### src/iq_defines.svh
`ifndef IQ_DEFINES_SVH
`define IQ_DEFINES_SVH

// instruction queue entries.
`define IQ_DEPTH 16

// reorder buffer tags in flight.
`define ROB_DEPTH 8

`define NUM_REGS 32 // architectural registers.

// opcode of an empty or no-op word.
`define NOP_OP 5'd31

`endif

### src/iq_pkg.sv
`default_nettype none

`include "iq_defines.svh"

package iq_pkg;

    typedef logic [4:0] op_t;
    typedef logic [4:0] reg_idx_t;
    typedef logic [$clog2(`ROB_DEPTH)-1:0] rob_tag_t;

    // immediate form when the top opcode bit is set.
    function automatic logic is_imm_op(op_t op);
        return op[4];
    endfunction

    typedef struct packed {
        op_t         opcode;
        reg_idx_t    rd;
        reg_idx_t    rs1;
        reg_idx_t    rs2;
        logic [11:0] pad;
    } r_form_t;

    typedef struct packed {
        op_t         opcode;
        reg_idx_t    rd;
        reg_idx_t    rs1;
        logic [16:0] imm; // signed.
    } i_form_t;

    // one 32-bit word, read as either format.
    typedef union packed {
        r_form_t r_form;
        i_form_t i_form;
    } instr_word_u;

    typedef struct packed {
        op_t         opcode;
        reg_idx_t    rd;
        reg_idx_t    rs1;
        reg_idx_t    rs2;
        logic [31:0] imm;
        logic        has_imm;
    } iq_entry_t;

    typedef struct packed {
        logic     busy;
        rob_tag_t tag; // producer, zero when not busy.
    } src_info_t;

    typedef struct packed {
        iq_entry_t instr;
        rob_tag_t  dest_tag;
        src_info_t src1;
        src_info_t src2;
    } rs_entry_t;

endpackage

`default_nettype wire

### src/dispatch_top.sv
`timescale 1ns/1ns
`default_nettype none

module dispatch_top (
    input  wire                      clk,
    input  wire                      rst,
    input  wire                      instr_valid,
    output logic                     instr_ready,
    input  wire iq_pkg::instr_word_u instr,
    output logic                     rs_valid,
    input  wire                      rs_ready,
    output iq_pkg::rs_entry_t        rs_entry,
    input  wire                      commit,
    input  wire                      cdb_valid,
    input  wire iq_pkg::rob_tag_t    cdb_tag
);

    import iq_pkg::*;

    logic      dec_valid;
    logic      dec_ready;
    iq_entry_t dec_entry;
    logic      head_valid;
    logic      head_ready;
    iq_entry_t head;
    rob_tag_t  next_tag;
    logic      rob_free;
    logic      alloc;
    src_info_t rs1_info;
    src_info_t rs2_info;
    logic      rename_valid;
    reg_idx_t  rename_reg;
    rob_tag_t  rename_tag;

    instr_decoder u_decoder (
        .clk         (clk),
        .rst         (rst),
        .instr_valid (instr_valid),
        .instr_ready (instr_ready),
        .instr       (instr),
        .out_valid   (dec_valid),
        .out_ready   (dec_ready),
        .out_entry   (dec_entry)
    );

    instr_queue u_queue (
        .clk        (clk),
        .rst        (rst),
        .in_valid   (dec_valid),
        .in_ready   (dec_ready),
        .in_entry   (dec_entry),
        .head_valid (head_valid),
        .head_ready (head_ready),
        .head       (head)
    );

    rob_alloc u_rob_alloc (
        .clk      (clk),
        .rst      (rst),
        .alloc    (alloc),
        .commit   (commit),
        .next_tag (next_tag),
        .rob_free (rob_free)
    );

    reg_status u_reg_status (
        .clk          (clk),
        .rst          (rst),
        .rs1_idx      (head.rs1),
        .rs2_idx      (head.rs2),
        .rs1_info     (rs1_info),
        .rs2_info     (rs2_info),
        .rename_valid (rename_valid),
        .rename_reg   (rename_reg),
        .rename_tag   (rename_tag),
        .cdb_valid    (cdb_valid),
        .cdb_tag      (cdb_tag)
    );

    dispatch_unit u_dispatch (
        .clk          (clk),
        .rst          (rst),
        .head_valid   (head_valid),
        .head_ready   (head_ready),
        .head         (head),
        .next_tag     (next_tag),
        .rob_free     (rob_free),
        .alloc        (alloc),
        .rs1_info     (rs1_info),
        .rs2_info     (rs2_info),
        .rename_valid (rename_valid),
        .rename_reg   (rename_reg),
        .rename_tag   (rename_tag),
        .rs_valid     (rs_valid),
        .rs_ready     (rs_ready),
        .rs_entry     (rs_entry)
    );

endmodule

`default_nettype wire

### src/dispatch_unit.sv
`timescale 1ns/1ns
`default_nettype none

module dispatch_unit (
    input  wire                    clk,
    input  wire                    rst,
    input  wire                    head_valid,
    output logic                   head_ready,
    input  wire iq_pkg::iq_entry_t head,
    input  wire iq_pkg::rob_tag_t  next_tag,
    input  wire                    rob_free,
    output logic                   alloc,
    input  wire iq_pkg::src_info_t rs1_info,
    input  wire iq_pkg::src_info_t rs2_info,
    output logic                   rename_valid,
    output iq_pkg::reg_idx_t       rename_reg,
    output iq_pkg::rob_tag_t       rename_tag,
    output logic                   rs_valid,
    input  wire                    rs_ready,
    output iq_pkg::rs_entry_t      rs_entry
);

    import iq_pkg::*;

    logic fire;

    // head present, a tag free and room in the output register.
    assign fire = head_valid && rob_free && (!rs_valid || rs_ready);

    assign head_ready   = fire;
    assign alloc        = fire;
    assign rename_valid = fire;
    assign rename_reg   = head.rd;
    assign rename_tag   = next_tag;

    always_ff @(posedge clk) begin
        if (!rst) begin
            rs_valid <= 1'b0;
        end else if (fire) begin
            rs_valid <= 1'b1;
        end else if (rs_ready) begin
            rs_valid <= 1'b0;
        end
    end

    // sources are looked up before this instruction's own rename lands.
    always_ff @(posedge clk) begin
        if (fire) begin
            rs_entry.instr    <= head;
            rs_entry.dest_tag <= next_tag;
            rs_entry.src1     <= rs1_info;
            rs_entry.src2     <= rs2_info;
        end
    end

    hold_on_stall: assert property (
        @(posedge clk) disable iff (!rst)
        (rs_valid && !rs_ready) |=> (rs_valid && $stable(rs_entry))
    ) else $error("rs_entry changed while stalled.");

endmodule

`default_nettype wire

### src/instr_decoder.sv
`timescale 1ns/1ns
`default_nettype none

`include "iq_defines.svh"

module instr_decoder (
    input  wire                      clk,
    input  wire                      rst,
    input  wire                      instr_valid,
    output logic                     instr_ready,
    input  wire iq_pkg::instr_word_u instr,
    output logic                     out_valid,
    input  wire                      out_ready,
    output iq_pkg::iq_entry_t        out_entry
);

    import iq_pkg::*;

    logic      take;
    logic      is_nop;
    iq_entry_t decoded;

    // accept when the output register is empty or draining.
    assign instr_ready = !out_valid || out_ready;
    assign take = instr_valid && instr_ready;
    assign is_nop = (instr.r_form.opcode == `NOP_OP);

    always_comb begin
        decoded.opcode = instr.r_form.opcode;
        decoded.rd     = instr.r_form.rd; // same place in both formats.
        decoded.rs1    = instr.r_form.rs1;
        if (is_imm_op(instr.r_form.opcode)) begin
            decoded.rs2     = '0;
            decoded.imm     = {{15{instr.i_form.imm[16]}}, instr.i_form.imm};
            decoded.has_imm = 1'b1;
        end else begin
            decoded.rs2     = instr.r_form.rs2;
            decoded.imm     = '0;
            decoded.has_imm = 1'b0;
        end
    end

    always_ff @(posedge clk) begin
        if (!rst) begin
            out_valid <= 1'b0;
        end else if (take) begin
            out_valid <= !is_nop; // no-ops are swallowed here.
        end else if (out_ready) begin
            out_valid <= 1'b0;
        end
    end

    always_ff @(posedge clk) begin
        if (take) begin
            out_entry <= decoded;
        end
    end

endmodule

`default_nettype wire

### src/instr_queue.sv
`timescale 1ns/1ns
`default_nettype none

`include "iq_defines.svh"

module instr_queue (
    input  wire                    clk,
    input  wire                    rst,
    input  wire                    in_valid,
    output logic                   in_ready,
    input  wire iq_pkg::iq_entry_t in_entry,
    output logic                   head_valid,
    input  wire                    head_ready,
    output iq_pkg::iq_entry_t      head
);

    import iq_pkg::*;

    localparam int PTR_W = $clog2(`IQ_DEPTH);

    iq_entry_t        mem [`IQ_DEPTH];
    logic [PTR_W-1:0] head_ptr;
    logic [PTR_W-1:0] tail_ptr;
    logic [PTR_W:0]   count;
    logic             full;
    logic             push;
    logic             pop;

    function automatic logic [PTR_W-1:0] ptr_inc(logic [PTR_W-1:0] p);
        return (p == PTR_W'(`IQ_DEPTH - 1)) ? '0 : p + 1'b1;
    endfunction

    assign full       = (count == (PTR_W+1)'(`IQ_DEPTH));
    assign head_valid = (count != '0);
    assign head       = mem[head_ptr];

    // a full queue still takes a word when the head leaves in the same cycle.
    assign in_ready = !full || head_ready;

    assign push = in_valid && in_ready;
    assign pop  = head_valid && head_ready;

    always_ff @(posedge clk) begin
        if (!rst) begin
            head_ptr <= '0;
            tail_ptr <= '0;
            count    <= '0;
        end else begin
            if (push) begin
                tail_ptr <= ptr_inc(tail_ptr);
            end
            if (pop) begin
                head_ptr <= ptr_inc(head_ptr);
            end
            case ({push, pop})
                2'b10:   count <= count + 1'b1;
                2'b01:   count <= count - 1'b1;
                default: count <= count;
            endcase
        end
    end

    always_ff @(posedge clk) begin
        if (push) begin
            mem[tail_ptr] <= in_entry;
        end
    end

    count_in_range: assert property (
        @(posedge clk) disable iff (!rst)
        count <= (PTR_W+1)'(`IQ_DEPTH)
    ) else $error("queue count above depth.");

    // the dispatch side only asks for the head when there is one.
    no_pop_empty: assert property (
        @(posedge clk) disable iff (!rst)
        head_ready |-> (count != '0)
    ) else $error("pop requested from an empty queue.");

endmodule

`default_nettype wire

### src/reg_status.sv
`timescale 1ns/1ns
`default_nettype none

`include "iq_defines.svh"

module reg_status (
    input  wire                   clk,
    input  wire                   rst,
    input  wire iq_pkg::reg_idx_t rs1_idx,
    input  wire iq_pkg::reg_idx_t rs2_idx,
    output iq_pkg::src_info_t     rs1_info,
    output iq_pkg::src_info_t     rs2_info,
    input  wire                   rename_valid,
    input  wire iq_pkg::reg_idx_t rename_reg,
    input  wire iq_pkg::rob_tag_t rename_tag,
    input  wire                   cdb_valid,
    input  wire iq_pkg::rob_tag_t cdb_tag
);

    import iq_pkg::*;

    logic [`NUM_REGS-1:0] busy;
    rob_tag_t             prod_tag [`NUM_REGS];
    logic                 rs1_live;
    logic                 rs2_live;
    logic                 do_rename;

    assign do_rename = rename_valid && (rename_reg != '0); // r0 stays ready.

    // a broadcast in the same cycle already counts as done.
    assign rs1_live = busy[rs1_idx] && !(cdb_valid && prod_tag[rs1_idx] == cdb_tag);
    assign rs2_live = busy[rs2_idx] && !(cdb_valid && prod_tag[rs2_idx] == cdb_tag);

    always_comb begin
        rs1_info.busy = rs1_live;
        rs1_info.tag  = rs1_live ? prod_tag[rs1_idx] : '0;
        rs2_info.busy = rs2_live;
        rs2_info.tag  = rs2_live ? prod_tag[rs2_idx] : '0;
    end

    always_ff @(posedge clk) begin
        if (!rst) begin
            busy <= '0;
        end else begin
            for (int r = 0; r < `NUM_REGS; r++) begin
                if (cdb_valid && busy[r] && prod_tag[r] == cdb_tag) begin
                    busy[r] <= 1'b0;
                end
            end
            if (do_rename) begin
                busy[rename_reg] <= 1'b1; // overrides a clear in the same cycle.
            end
        end
    end

    always_ff @(posedge clk) begin
        if (do_rename) begin
            prod_tag[rename_reg] <= rename_tag;
        end
    end

endmodule

`default_nettype wire

### src/rob_alloc.sv
`timescale 1ns/1ns
`default_nettype none

`include "iq_defines.svh"

module rob_alloc (
    input  wire              clk,
    input  wire              rst,
    input  wire              alloc,
    input  wire              commit,
    output iq_pkg::rob_tag_t next_tag,
    output logic             rob_free
);

    import iq_pkg::*;

    localparam int TAG_W = $bits(rob_tag_t);
    localparam int CNT_W = $clog2(`ROB_DEPTH + 1);

    rob_tag_t         alloc_ptr;
    logic [CNT_W-1:0] used; // tags between oldest and next.
    logic             do_commit;

    assign next_tag  = alloc_ptr;
    assign rob_free  = (used != CNT_W'(`ROB_DEPTH));
    assign do_commit = commit && (used != '0);

    always_ff @(posedge clk) begin
        if (!rst) begin
            alloc_ptr <= '0;
            used      <= '0;
        end else begin
            if (alloc) begin
                alloc_ptr <= (alloc_ptr == TAG_W'(`ROB_DEPTH - 1)) ? '0 : alloc_ptr + 1'b1;
            end
            case ({alloc, do_commit})
                2'b10:   used <= used + 1'b1;
                2'b01:   used <= used - 1'b1; // oldest tag released.
                default: used <= used;
            endcase
        end
    end

    // dispatch must wait for a free tag.
    alloc_when_free: assert property (
        @(posedge clk) disable iff (!rst)
        alloc |-> rob_free
    ) else $error("tag allocated with the ROB full.");

endmodule

`default_nettype wire

### config.mk
export PLATFORM = sky130hd
export DESIGN_NAME = dispatch_top
export DESIGN_NICKNAME = d
export VERILOG_FILES = /design/src/iq_pkg.sv /design/src/dispatch_top.sv /design/src/dispatch_unit.sv /design/src/instr_decoder.sv /design/src/instr_queue.sv /design/src/reg_status.sv /design/src/rob_alloc.sv
export VERILOG_INCLUDE_DIRS = /design/src
export SDC_FILE = /design/constraint.sdc
export NUM_CORES = 1
export LEC_CHECK = 0
export ABC_CLOCK_PERIOD_IN_PS = 5400
export BUFFER_PORTS_ARGS = -buffer_cell sky130_fd_sc_hd__buf_4
export CAP_MARGIN = 20
export CELL_PAD_IN_SITES_DETAIL_PLACEMENT = 1
export CELL_PAD_IN_SITES_GLOBAL_PLACEMENT = 1
export CORE_ASPECT_RATIO = 1.25
export CORE_MARGIN = 8
export CORE_UTILIZATION = 54
export DETAILED_ROUTE_END_ITERATION = 10
export PLACE_DENSITY_LB_ADDON = 0.1
export SYNTH_ARGS = -nofsm -noshare
export SYNTH_HDL_FRONTEND = slang
export SYNTH_SLANG_ARGS = --single-unit
### constraint.sdc
create_clock -name clk -period 5.4 [get_ports clk]
set_input_delay 0.27 -clock clk [delete_from_list [all_inputs] [get_ports clk]]
set_output_delay 0.27 -clock clk [all_outputs]
set_load 0.005 [all_outputs]
* Word level (Yosys, flattened, before mapping)
Memory sizes are Yosys's and may differ from the RTL's. A register that Yosys moved wholly into a read port is not among the register bits.
Index checks and enable logic that the tools add are counted.
W data, S select, Z words.
** Word-level totals
- Bits in registers :: 156
- Bits in writable memories :: 944
- Bits of input ports :: 41
- Output and inout port bits :: 66
- Word-level logic and storage cells :: 262
- Memories :: 2
** Operators by class
- Add/subtract/negate cells :: 7
- $lt $le $gt $ge :: 4
- Equality and inequality tests :: 44
- Multiplexer cells :: 87
- Bitwise logic cells :: 1
- Reduce and logical (&&, ||, !) cells :: 92
** Memories
- u_queue.mem :: depth 16, width 53, rd ports 1, clocked after memory_dff 1, wr ports 1, RTL line instr_queue.sv:21 : iq_entry_t mem [`IQ_DEPTH];
- u_reg_status.prod_tag :: depth 32, width 3, rd ports 34, clocked after memory_dff 0, wr ports 1, RTL line reg_status.sv:23 : rob_tag_t prod_tag [`NUM_REGS];
** Operators with widths (number)
- $eq A3 B3 Y1 :: 34
- $logic_and A1 B1 Y1 :: 76
- $mux W1 :: 76
- $mux W32 :: 1
- $or A32 B32 Y32 :: 1
- $lt A5 B6 Y1 const B :: 3
- $mux W4 :: 4
- $add A4 B1 Y4 const B :: 3
- $bmux W1 S5 :: 2
- $eq A5 B5 Y1 const B :: 2
- $pmux W5 S2 :: 1
- $reduce_bool A5 Y1 :: 2
- $eq A4 B4 Y1 const B :: 2
- $pmux W4 S2 :: 1
- $reduce_bool A2 Y1 :: 4
- $logic_not A1 Y1 :: 6
- $add A5 B1 Y5 const B :: 1
- $demux W1 S5 :: 1
- $ge A5 B1 Y1 const B :: 1
- $sub A5 B1 Y5 const B :: 1
- $eq A2 B1 Y1 const B :: 2
- $eq A2 B2 Y1 const B :: 2
- $ne A4 B4 Y1 const B :: 1
- $reduce_bool A4 Y1 :: 1
- other kinds (5) :: 7

* Longest topological paths before layout
Gate-level depths: netlist of the first run.
- Depth after elaboration :: 7
- Gate-level depth with buffers :: 16
- Depth with buffers taken out :: 14

* Modules after synthesis
From an unflattened synthesis of the first run, not the netlist that was laid out.
** Second synthesis, totals
- Cell total of the unflattened synthesis :: 2284
- Area, all modules :: 44355.0 um^2
** Modules (own cells, without submodules)
- instr_queue :: times used 1, cells each 1420, area an instance 32741.4 um^2, seq. area each 25804.7 um^2
- reg_status :: times used 1, cells each 657, area an instance 7703.6 um^2, seq. area each 3523.4 um^2
- dispatch_unit :: times used 1, cells each 79, area an instance 2052.0 um^2, seq. area each 1941.9 um^2
- instr_decoder :: times used 1, cells each 84, area an instance 1437.6 um^2, seq. area each 1131.1 um^2
- rob_alloc :: times used 1, cells each 44, area an instance 420.4 um^2, seq. area each 140.1 um^2

* Least setup slack after synthesis of the first run
OpenSTA, ideal clock, no wires.
- Kind :: register -> register
- From :: reg u_queue.count[1]
- To :: mem u_queue.mem[3][0] (netlist bit), enable pin
- Library setup time :: 0.477 ns
- Arrival time :: 4.324 ns
- Data required time :: 4.923 ns
- Setup slack :: 0.599 ns
- Cell stages (with the launch flop) :: 8
- Path buffers :: 1
- Clock period less this slack :: 4.801 ns
- Cells stage by stage :: dfxtp_1 clkbuf_1 nor4_1 a22o_1 nand2b_1 a31oi_1 nand2_1 nor3_1
** Between the ends
- Word-level cells in the longest chain between the ends :: 7
- Elaborated cells between the ends (all ways) :: 9
- Classes of those cells :: 1 x eq/ne; 2 x mux; 6 x reduce/logical
** RTL lines
- start, declared :: RTL line instr_queue.sv:24 : logic [PTR_W:0] count;
- start signal, assigned :: RTL line instr_queue.sv:56 : 2'b10: count <= count + 1'b1;
- start signal, assigned :: RTL line instr_queue.sv:57 : 2'b01: count <= count - 1'b1;
- start signal, assigned :: RTL line instr_queue.sv:58 : default: count <= count;
- $reduce_bool A5 Y1 :: RTL line instr_queue.sv:34 : assign head_valid = (count != '0);
- $logic_and A1 B1 Y1 (2 in a row) :: RTL line dispatch_unit.sv:28 : assign fire = head_valid && rob_free && (!rs_valid || rs_ready);
- $logic_or A1 B1 Y1 * :: RTL line instr_queue.sv:38 : assign in_ready = !full || head_ready;
- $logic_and A1 B1 Y1 * :: RTL line instr_queue.sv:40 : assign push = in_valid && in_ready;
- $mux W1 * :: RTL line instr_queue.sv:64 : if (push) begin
- $mux W1 (not written as such) * :: RTL line instr_queue.sv:65 : mem[tail_ptr] <= in_entry;
- end, declared :: RTL line instr_queue.sv:21
Mark *: on every way between the ends. The rest lies on a longest branch, timed or not.

==> impl_metrics.ini, run 1 <==
[status]
status = completed

[sta]
finalHoldViolations = 0
worst_slew_pin_slew_ns = 0.943
rsz0062_at_grt = false
skew_ns = 0.0329
setup-violations-final = 0
relSlewSlack = 0.370
period_share = 0.828
setup_tns_ns = 0
worst_slack_ns = 0.930
drv_slew = 0
fmaxAchievable_ghz = 0.224
layout_min_cycle_time_ns = 4.47

[floorplan]
num_rows = 103
core_area_mm2 = 0.0633
start_util = 0.547
die_h_um = 299
dieArea_mm2 = 0.0725
die_w_um = 242
pin_count = 107

[finish]
syn_to_final_growth_pct = 13.1
nets = 2202
final_area_mm2 = 0.0391
seqCellArea_mm2 = 0.0244
layout-drive-gt1-share = 0.226
utilization = 0.618
multiInputGateArea_mm2 = 0.00958
fillers = 5544
n_antenna_cell = 0

[cts]
postCtsSetupRepairBufs = 0
cts_root_buf = clkbuf_16
cts_tree = yes
cts_htree_levels = 3
clkSinkCount = 831
worst_skew_pair.late_latency_ns = 0.64
clkSlewWorstSetupHoldPaths_ns = 0.06
numCtsBuffers = 80
cts_buffer_depth = 3

[place]
post-place-ws_ns = 0.904
gp_congestion = 0.996
port_buffers = 106
dp.final_hpwl_mm = 60.3
place_area_mm2 = 0.0363

[logic_synthesis]
synthMuxAreaShare = 0.127
syn_area_per_cell_um2 = 17.2
async_flop_share = 0
synth.top_cell.area_share = 0.671
syn_area_mm2 = 0.0346
synth_top_family_by_area = multiplexers
synth_area_leaders = edfxtp_1 (67%), mux4_2 (12%), dfxtp_1 (3.4%)
synth_compound_area_frac = 0.0442
yosys.area_share.adder = 0.00564
synth_cell_type_count = 80
yosys_warnings = 0
ys.flop_type = edfxtp_1
ys_seq_elements = 831
synth_xor_area_frac = 0.0286
syn_inst = 2010
yosys.area.top_type = edfxtp_1
synth-simple-area-share = 0.0680
synth_edf_count = 773
ys_seq_area_frac = 0.705

[critical_path]
cp-end-kind = register
worst_ep_arrival_time_ns = 4.83
crit_fanout = 32
start_kind = register
cp.required_ns = 5.76
critPathKind = register to register

[power]
p_leak_nw = 12.5
pwr_density_cell_mw_per_mm2 = 503
vdd_drop_max_uv = 325

[detailed_routing]
wl_mm = 97.8
drt_first_iter_violations = 1730
antenna_left = 0
via_count = 19700
dr.pass1.iters = 6
wl_per_cell_um = 32.1
drc = 0
vias_per_cell = 6.46

[grt]
grt_antenna_before_repair = 1
grt_pass1_wl_mm = 143
grt_pass1_vias = 21400
grt_max_degree = 54
grt_overflow_total = 0
track_usage = 0.268

[worst_hold_path]
holdCritPathClass = primary input to register

[job]
maxCapViolations = 0
[routing by layer]
layer | wire (um) | track usage
met1 | 36200 | 0.314
met3 | 4570 | 0.0367
met2 | 51300 | 0.475
met5 | 0 | 0
met4 | 5670 | 0.144
[cells by family after synthesis]
logic type	after synthesis
AOI/OAI and AO/OA	220
xor gates and xnor gates	113
adders and majority gates	15
buffers and inverters	154
DFF	831
muxes	216
other	1
and+or+nand+nor	460
[stage by stage]
stage          hold WS [ns]  cells  total power [W]
2_1_floorplan         0.369   2012           0.0122
3_3_place_gp          0.448   2873           0.0141
3_5_place_dp          0.451   2873           0.0143
4_1_cts              0.0587   3046           0.0197
5_1_grt              0.0644   3046           0.0203
6_report             0.0742   3046           0.0197
[power by group]
| part | total (W) | internal [W] | switching [W] |
|---|---|---|---|
| registers | 0.00825 | 0.00770 | 0.000547 |
| logic | 0.00593 | 0.00245 | 0.00349 |
| clock network | 0.00548 | 0.00307 | 0.00242 |
[worst max-delay path: stages, from the launching register on]
cell,delay [ns]
dfxtp_4,0.68
mux4_2,0.59
a22o_2,0.40
nor2_8,0.47
inv_4,0.29
mux2i_1,0.19
mux2_2,0.28
a311oi_1,0.50
mux2i_1,0.17
xnor2_1,0.17
nor4_2,0.33
nor2_1,0.09
[final timing paths]
path                                     from                                    to  slack (ns)  cells past startpoint
max                                  register  u_dispatch.rs_entry[1]$_SDFFCE_PN0P_        0.93                     11
min                                 instr[31]     u_decoder.out_entry[52]$_DFFE_PP_        0.07                      1
max reg2reg                          register  u_dispatch.rs_entry[1]$_SDFFCE_PN0P_        0.93                     11
min reg2reg  u_dispatch.rs_valid$_SDFFE_PN0P_      u_dispatch.rs_valid$_SDFFE_PN0P_        0.53                      2
[registers in the layout, summed over array words and instances, names as in the netlist, named ones only]
register               cells
u_queue.mem              592
u_queue.tail_ptr           4
u_rob_alloc.used           4
u_decoder.out_entry       37
u_reg_status.busy         32
u_rob_alloc.next_tag       3
u_dispatch.rs_entry       48
u_reg_status.prod_tag     96
u_queue.count              5
u_decoder.out_valid        1
u_queue.head_ptr           4
u_dispatch.rs_valid        1
[cells in the mapped netlist, types with 12 or more instances]
master,n
nand4_1,45
a211oi_1,24
mux2i_1,28
buf_2,34
a311oi_1,24
dfxtp_1,58
nand3_1,73
nor2b_1,45
clkbuf_1,53
buf_1,17
and3_1,32
nor3_1,12
nand2_1,135
inv_1,16
buf_4,21
nor2_1,59
ha_1,14
o21ai_0,38
xnor2_1,106
a21oi_1,58
and2_1,28
edfxtp_1,773
mux4_2,177
[timing repair]
action | 4_1_cts | 5_1_grt
endpoints found under the hold margin | 31 | 0
gates resized for setup | 0 | 0
hold buffers | 31 | 0
[cells in the final DEF, fill, tap and decap left out, types with 16 or more instances in the layout]
cell type      count
a211oi_1          24
a21oi_1           58
a311oi_1          24
and2_1            27
and3_1            32
buf_4            152
clkbuf_1          16
clkbuf_16         80
dfxtp_1           51
dlygate4sd3_1     31
edfxtp_1         773
mux2i_1           28
mux4_2           177
nand2_1          135
nand3_1           73
nand4_1           45
nor2_1            47
nor2b_1           45
o21ai_0           38
xnor2_1          106
[layout make-up]
cell class,instances,area share
inverters,22,0.00217
clock inverters,44,0.0116
repair buffers,184,0.0376
multi-input cells,1027,0.245
clock buffers,98,0.0534
well taps,840,0.0269
flip-flops and latches,831,0.623
No activity file was read; power rests on OpenSTA's default activity.
==> run 2: changes to the inputs <==
--- a/config.mk
+++ b/config.mk
@@ -6,14 +6,15 @@
 export SDC_FILE = /design/constraint.sdc
 export NUM_CORES = 1
 export LEC_CHECK = 0
-export ABC_CLOCK_PERIOD_IN_PS = 5400
+export ABC_AREA = 1
+export ABC_CLOCK_PERIOD_IN_PS = 4620
 export BUFFER_PORTS_ARGS = -buffer_cell sky130_fd_sc_hd__buf_4
 export CAP_MARGIN = 20
 export CELL_PAD_IN_SITES_DETAIL_PLACEMENT = 1
 export CELL_PAD_IN_SITES_GLOBAL_PLACEMENT = 1
 export CORE_ASPECT_RATIO = 1.25
 export CORE_MARGIN = 8
-export CORE_UTILIZATION = 54
+export CORE_UTILIZATION = 51
 export DETAILED_ROUTE_END_ITERATION = 10
 export PLACE_DENSITY_LB_ADDON = 0.1
 export SYNTH_ARGS = -nofsm -noshare
==> constraint.sdc (replaced) <==
create_clock -name clk -period 4.62 [get_ports clk]
set_input_delay 0.231 -clock clk [delete_from_list [all_inputs] [get_ports clk]]
set_output_delay 0.231 -clock clk [all_outputs]
set_load 0.005 [all_outputs]
==> impl_metrics.ini, run 2 <==
[critical_path]
start_kind = register
slowest_stage = buf_4
crit_fanout = 114
cp.required_ns = 4.93
crit_buf_inv = 4
cp-end-kind = register
critPathTopFamily = buffers and inverters
path_cells = inv_8, buf_4, nor2_1, o221ai_1, o211ai_1, nand2_2, inv_2, nor2_1, inv_2, nor2_1
setup.worst_path.end = u_reg_status.prod_tag[21][2]$_DFFE_PP_
reg2regPathDepth = 10
critPathKind = register to register
r2r_slack_ns = 0.69
cpPeakStageDelay_ns = 0.74
worst_ep_arrival_time_ns = 4.23
regToRegEndpoint = u_reg_status.prod_tag[21][2]$_DFFE_PP_
cp_num_cells = 10
cpMostUsedCell = nor2_1

[logic_synthesis]
syn_area_mm2 = 0.0354
syn_inst = 3030
synth.top_cell.area_share = 0.655
synth_area_leaders = edfxtp_1 (66%), nand3_1 (6.1%), nand2_1 (4.3%)
syn_area_per_cell_um2 = 11.7
async_flop_share = 0
yosys.area.top_type = edfxtp_1
ys_seq_elements = 831
yosys_warnings = 0
ys_seq_area_frac = 0.688
ys.flop_type = edfxtp_1
synth_edf_count = 773
synth_cell_type_count = 46
yosysMostFrequentCell = edfxtp_1
synthTopCellsByCount = edfxtp_1 (773), nand3_1 (431), nand2_1 (402)

[place]
place_area_mm2 = 0.0369
port_buffers = 106
post-place-ws_ns = 0.763
gp_congestion = 0.931
dp.final_hpwl_mm = 63.9

[detailed_routing]
vias_per_cell = 6.11
via_count = 25100
drt_first_iter_violations = 1868
antenna_left = 0
wl_per_cell_um = 26.7
wl_mm = 109
dr.pass1.iters = 5
drc = 0

[power]
intPower_w = 0.0157
vdd_drop_max_uv = 554
p_leak_nw = 14.1
power_frac_clock = 0.277
netSwitchingPower_w = 0.00941
comb_power_share = 0.342
p_sw_frac = 0.375
pwr_density_cell_mw_per_mm2 = 627
seqPwrFrac = 0.381

[grt]
grt_busiest_layer = met2
grt_overflow_total = 0
grt_antenna_before_repair = 0
grt_max_degree = 115
met1_usage = 0.317
grtUsageMet3 = 0.0340
track_usage = 0.274
grt_pass1_wl_mm = 164
grt_pass1_vias = 27000
grtUsageMet2 = 0.488

[cts]
numCtsBuffers = 83
postCtsSetupRepairBufs = 0
hold_buffers = 33
clkSinkCount = 831
worst_skew_pair.late_latency_ns = 0.63
clkSlewWorstSetupHoldPaths_ns = 0.06
cts_buffer_depth = 3
cts_tree = yes
cts_root_buf = clkbuf_16
cts_repair_resize_count = 0
cts_htree_levels = 3

[sta]
skew_ns = 0.0206
worst_slack_ns = 0.693
worst_slew_pin_slew_ns = 1.17
period_share = 0.850
layout_min_cycle_time_ns = 3.93
relSlewSlack = 0.223
drv_slew = 0
setup-violations-final = 0
finalHoldViolations = 0
hold_ws_ns = 0.0946
rsz0062_at_grt = false
fmaxAchievable_ghz = 0.255
setup_tns_ns = 0

[finish]
final_common_cell = edfxtp_1
final_cell_mix = edfxtp_1 (773), nand3_1 (431), nand2_1 (402), nor2_1 (298), o21ai_0 (245)
largest-register = u_queue.mem
nets = 3159
utilization = 0.580
layout-drive-gt1-share = 0.121
largest_reg_flops = 592
final_area_mm2 = 0.0400
syn_to_final_growth_pct = 13.1
top_regs = u_queue.mem (592), u_reg_status.prod_tag (96), u_dispatch.rs_entry (48)
n_antenna_cell = 0

[floorplan]
core_area_mm2 = 0.0691
die_h_um = 311
num_rows = 108
die_w_um = 252
pin_count = 107
start_util = 0.513
dieArea_mm2 = 0.0782

[status]
status = completed

[worst_hold_path]
holdCritPathClass = primary input to register

[job]
maxCapViolations = 0
[run 2: layout make-up]
class                   instances  area [um^2]
multi-input cells            1850         9500
clock inverters                44          494
clock buffers                 106         2290
repair buffers                197         1660
inverters                     140          536
fillers                      6933        29000
flip-flops and latches        831        24400
well taps                     935         1170
[run 2: logic make-up (layout without fill, tap and decap cells)]
| logic type | after synthesis | count (layout) | synth area share |
|---|---|---|---|
| AOI/OAI and AO/OA | 587 | 587 | 0.101 |
| xor gates and xnor gates | 51 | 51 | 0.0126 |
| adders and majority gates | 15 | 15 | 0.00551 |
| buffers and inverters | 351 | 487 | 0.0472 |
| DFF | 831 | 831 | 0.688 |
| other | 1 | 3 | 0.000106 |
| and+or+nand+nor | 1194 | 1194 | 0.146 |
[run 2: power groups by stage]
stage	sequential (W)	clock [W]	combinational, W
final	0.00958	0.00696	0.00858
after global placement	0.00970	0	0.00819
after detailed placement	0.00974	0	0.00847
after CTS	0.00959	0.00706	0.00855
after global routing	0.00964	0.00728	0.00934
after floorplan	0.00947	0	0.00582
[run 2: through the flow]
step	cells	total power, W
2_1_floorplan	3032	0.0153
3_3_place_gp	3920	0.0179
3_5_place_dp	3920	0.0182
4_1_cts	4103	0.0252
5_1_grt	4103	0.0263
6_report	4103	0.0251
[run 2: metal layers]
layer | vias to the layer above | wire length, um
met5 | - | 0
met4 | 0 | 6020
met3 | 318 | 5280
met2 | 863 | 56800
met1 | 12700 | 41400
li1 | 11100 | -
[run 2: worst min-delay path by stage]
stage,startpoint,end,depth (start not counted)
after floorplan,instr[17],u_decoder.out_entry[38]$_DFFE_PP_,0
after global placement,instr[17],u_decoder.out_entry[38]$_DFFE_PP_,1
after detailed placement,instr[23],u_decoder.out_entry[44]$_DFFE_PP_,1
after CTS,instr[31],u_decoder.out_entry[52]$_DFFE_PP_,1
after global routing,instr[31],u_decoder.out_entry[52]$_DFFE_PP_,1
final,instr[31],u_decoder.out_entry[52]$_DFFE_PP_,1
==> run 3: changes to the inputs <==
--- a/config.mk
+++ b/config.mk
@@ -7,14 +7,14 @@
 export NUM_CORES = 1
 export LEC_CHECK = 0
 export ABC_AREA = 1
-export ABC_CLOCK_PERIOD_IN_PS = 4620
+export ABC_CLOCK_PERIOD_IN_PS = 3600
 export BUFFER_PORTS_ARGS = -buffer_cell sky130_fd_sc_hd__buf_4
 export CAP_MARGIN = 20
 export CELL_PAD_IN_SITES_DETAIL_PLACEMENT = 1
 export CELL_PAD_IN_SITES_GLOBAL_PLACEMENT = 1
 export CORE_ASPECT_RATIO = 1.25
 export CORE_MARGIN = 8
-export CORE_UTILIZATION = 51
+export CORE_UTILIZATION = 46
 export DETAILED_ROUTE_END_ITERATION = 10
 export PLACE_DENSITY_LB_ADDON = 0.1
 export SYNTH_ARGS = -nofsm -noshare
==> constraint.sdc (replaced) <==
create_clock -name clk -period 3.6 [get_ports clk]
set_input_delay 0.18 -clock clk [delete_from_list [all_inputs] [get_ports clk]]
set_output_delay 0.18 -clock clk [all_outputs]
set_load 0.005 [all_outputs]
==> impl_metrics.ini, run 3 (synthesized netlist as in run 2, its figures left out) <==
[status]
status = completed

[sta]
layout_min_cycle_time_ns = 3.23
rsz0062_at_grt = false
fmaxAchievable_ghz = 0.310
setup_tns_ns = 0
period_share = 0.896
drv_slew = 0
setup-violations-final = 0
finalHoldViolations = 0
worst_slew_pin_slew_ns = 0.892
skew_ns = 0.0299
relSlewSlack = 0.405

[critical_path]
cp-end-kind = register
worst_ep_arrival_time_ns = 3.52
reg2regPathDepth = 10
critPathKind = register to register
crit_fanout = 27
start_kind = register
cp.required_ns = 3.89

[detailed_routing]
wl_mm = 112
dr.pass1.iters = 5
vias_per_cell = 6.00
drc = 0
drt_first_iter_violations = 1964
via_count = 25100
antenna_left = 0
wl_per_cell_um = 26.8

[finish]
largest-register = u_queue.mem
final_cell_mix = edfxtp_1 (773), nand3_1 (431), nand2_1 (402), nor2_1 (298), o21ai_0 (245)
n_antenna_cell = 0
syn_to_final_growth_pct = 13.7
nets = 3187
layout-drive-gt1-share = 0.123
largest_reg_flops = 592
top_regs = u_queue.mem (592), u_reg_status.prod_tag (96), u_dispatch.rs_entry (48)
utilization = 0.525
final_common_cell = edfxtp_1

[place]
dp.final_hpwl_mm = 64.7
gp_congestion = 0.908
port_buffers = 106

[cts]
clkSlewWorstSetupHoldPaths_ns = 0.06
cts_buffer_depth = 3
postCtsSetupRepairBufs = 0
numCtsBuffers = 85
cts_root_buf = clkbuf_16
clkSinkCount = 831
cts_htree_levels = 3
cts_repair_resize_count = 0
worst_skew_pair.late_latency_ns = 0.65
hold_buffers = 33
cts_tree = yes

[worst_hold_path]
hold_depth = 3
holdCritPathClass = primary input to register

[power]
pwr_density_cell_mw_per_mm2 = 797
vdd_drop_max_uv = 514
p_leak_nw = 14.1

[grt]
grt_antenna_before_repair = 0
track_usage = 0.255
grt_overflow_total = 0
grt_pass1_wl_mm = 168
grt_pass1_vias = 26800
grt_max_degree = 163

[floorplan]
die_w_um = 264
num_rows = 114
pin_count = 107
start_util = 0.462
core_area_mm2 = 0.0767
die_h_um = 326
dieArea_mm2 = 0.0862

[job]
maxCapViolations = 0
## run 3: cell types whose count changed in the layout (fill, tap and decap cells not counted), moves of 4 or more
cell and delta:
buf_4 +14, buf_12 +12, clkinv_1 +9, clkinv_2 -9
bufinv_16 -5, clkbuf_1 +5, inv_6 +4
## run 3: cell type report
cell class / instances / area, um^2
flip-flops and latches: 831 / 24400
repair buffers: 223 / 2010
multi-input cells: 1850 / 9510
inverters: 140 / 536
fillers: 7867 / 36400
clock buffers: 109 / 2250
clock inverters: 42 / 372
well taps: 986 / 1230
## run 3: worst max-delay path, cell delays in order, from the launching register on
cell and delay (ns):
dfxtp_4 0.46, inv_2 0.32, buf_4 0.52, o221ai_1 0.21
nand3_1 0.11, nand2_1 0.15, inv_2 0.11, nand2_1 0.08
nor2_1 0.36, inv_1 0.18, nor2_1 0.34
## run 3: path summary, 6_finish.rpt
check                                                       from                                     end  slack (ns)
worst min-delay path                                 instr_valid        u_decoder.out_valid$_SDFFE_PN0P_        0.05
worst max-delay path                                    register  u_reg_status.prod_tag[19][1]$_DFFE_PP_        0.37
worst max register to register                          register  u_reg_status.prod_tag[19][1]$_DFFE_PP_        0.37
worst min register to register  u_reg_status.busy[24]$_SDFF_PN0_        u_reg_status.busy[24]$_SDFF_PN0_        0.48
## run 3: per-stage QoR
stage | instance area, um^2 | instances | setup slack (ns) | hold WS, ns | power [W]
floorplan | 35400 | 3032 | 0.360 | 0.279 | 0.0196
global placement | 37300 | 3997 | 0.448 | 0.358 | 0.0233
detailed placement | 37300 | 3997 | 0.394 | 0.359 | 0.0237
CTS | 40300 | 4181 | 0.382 | 0.00362 | 0.0323
global route | 40300 | 4181 | 0.117 | 0.0382 | 0.0337
finish | 40300 | 4181 | 0.374 | 0.0474 | 0.0321
## run 3: report_power, final
part	leakage [nW]	internal [W]	total, W	switching, W
clock	1.27	0.00484	0.00854	0.00370
combinational	5.30	0.00349	0.0115	0.00797
sequential	7.57	0.0116	0.0121	0.000525
total	14.1	0.0199	0.0321	0.0122
## run 3: metal layers
metal / vias to the layer above / global-route usage / part of all wire
met2: 749 / 0.469 / 0.53
met3: 252 / 0.0296 / 0.039
met5: - / 0 / 0
met1: 12900 / 0.297 / 0.39
li1: 11200 / - / -
met4: 0 / 0.111 / 0.041
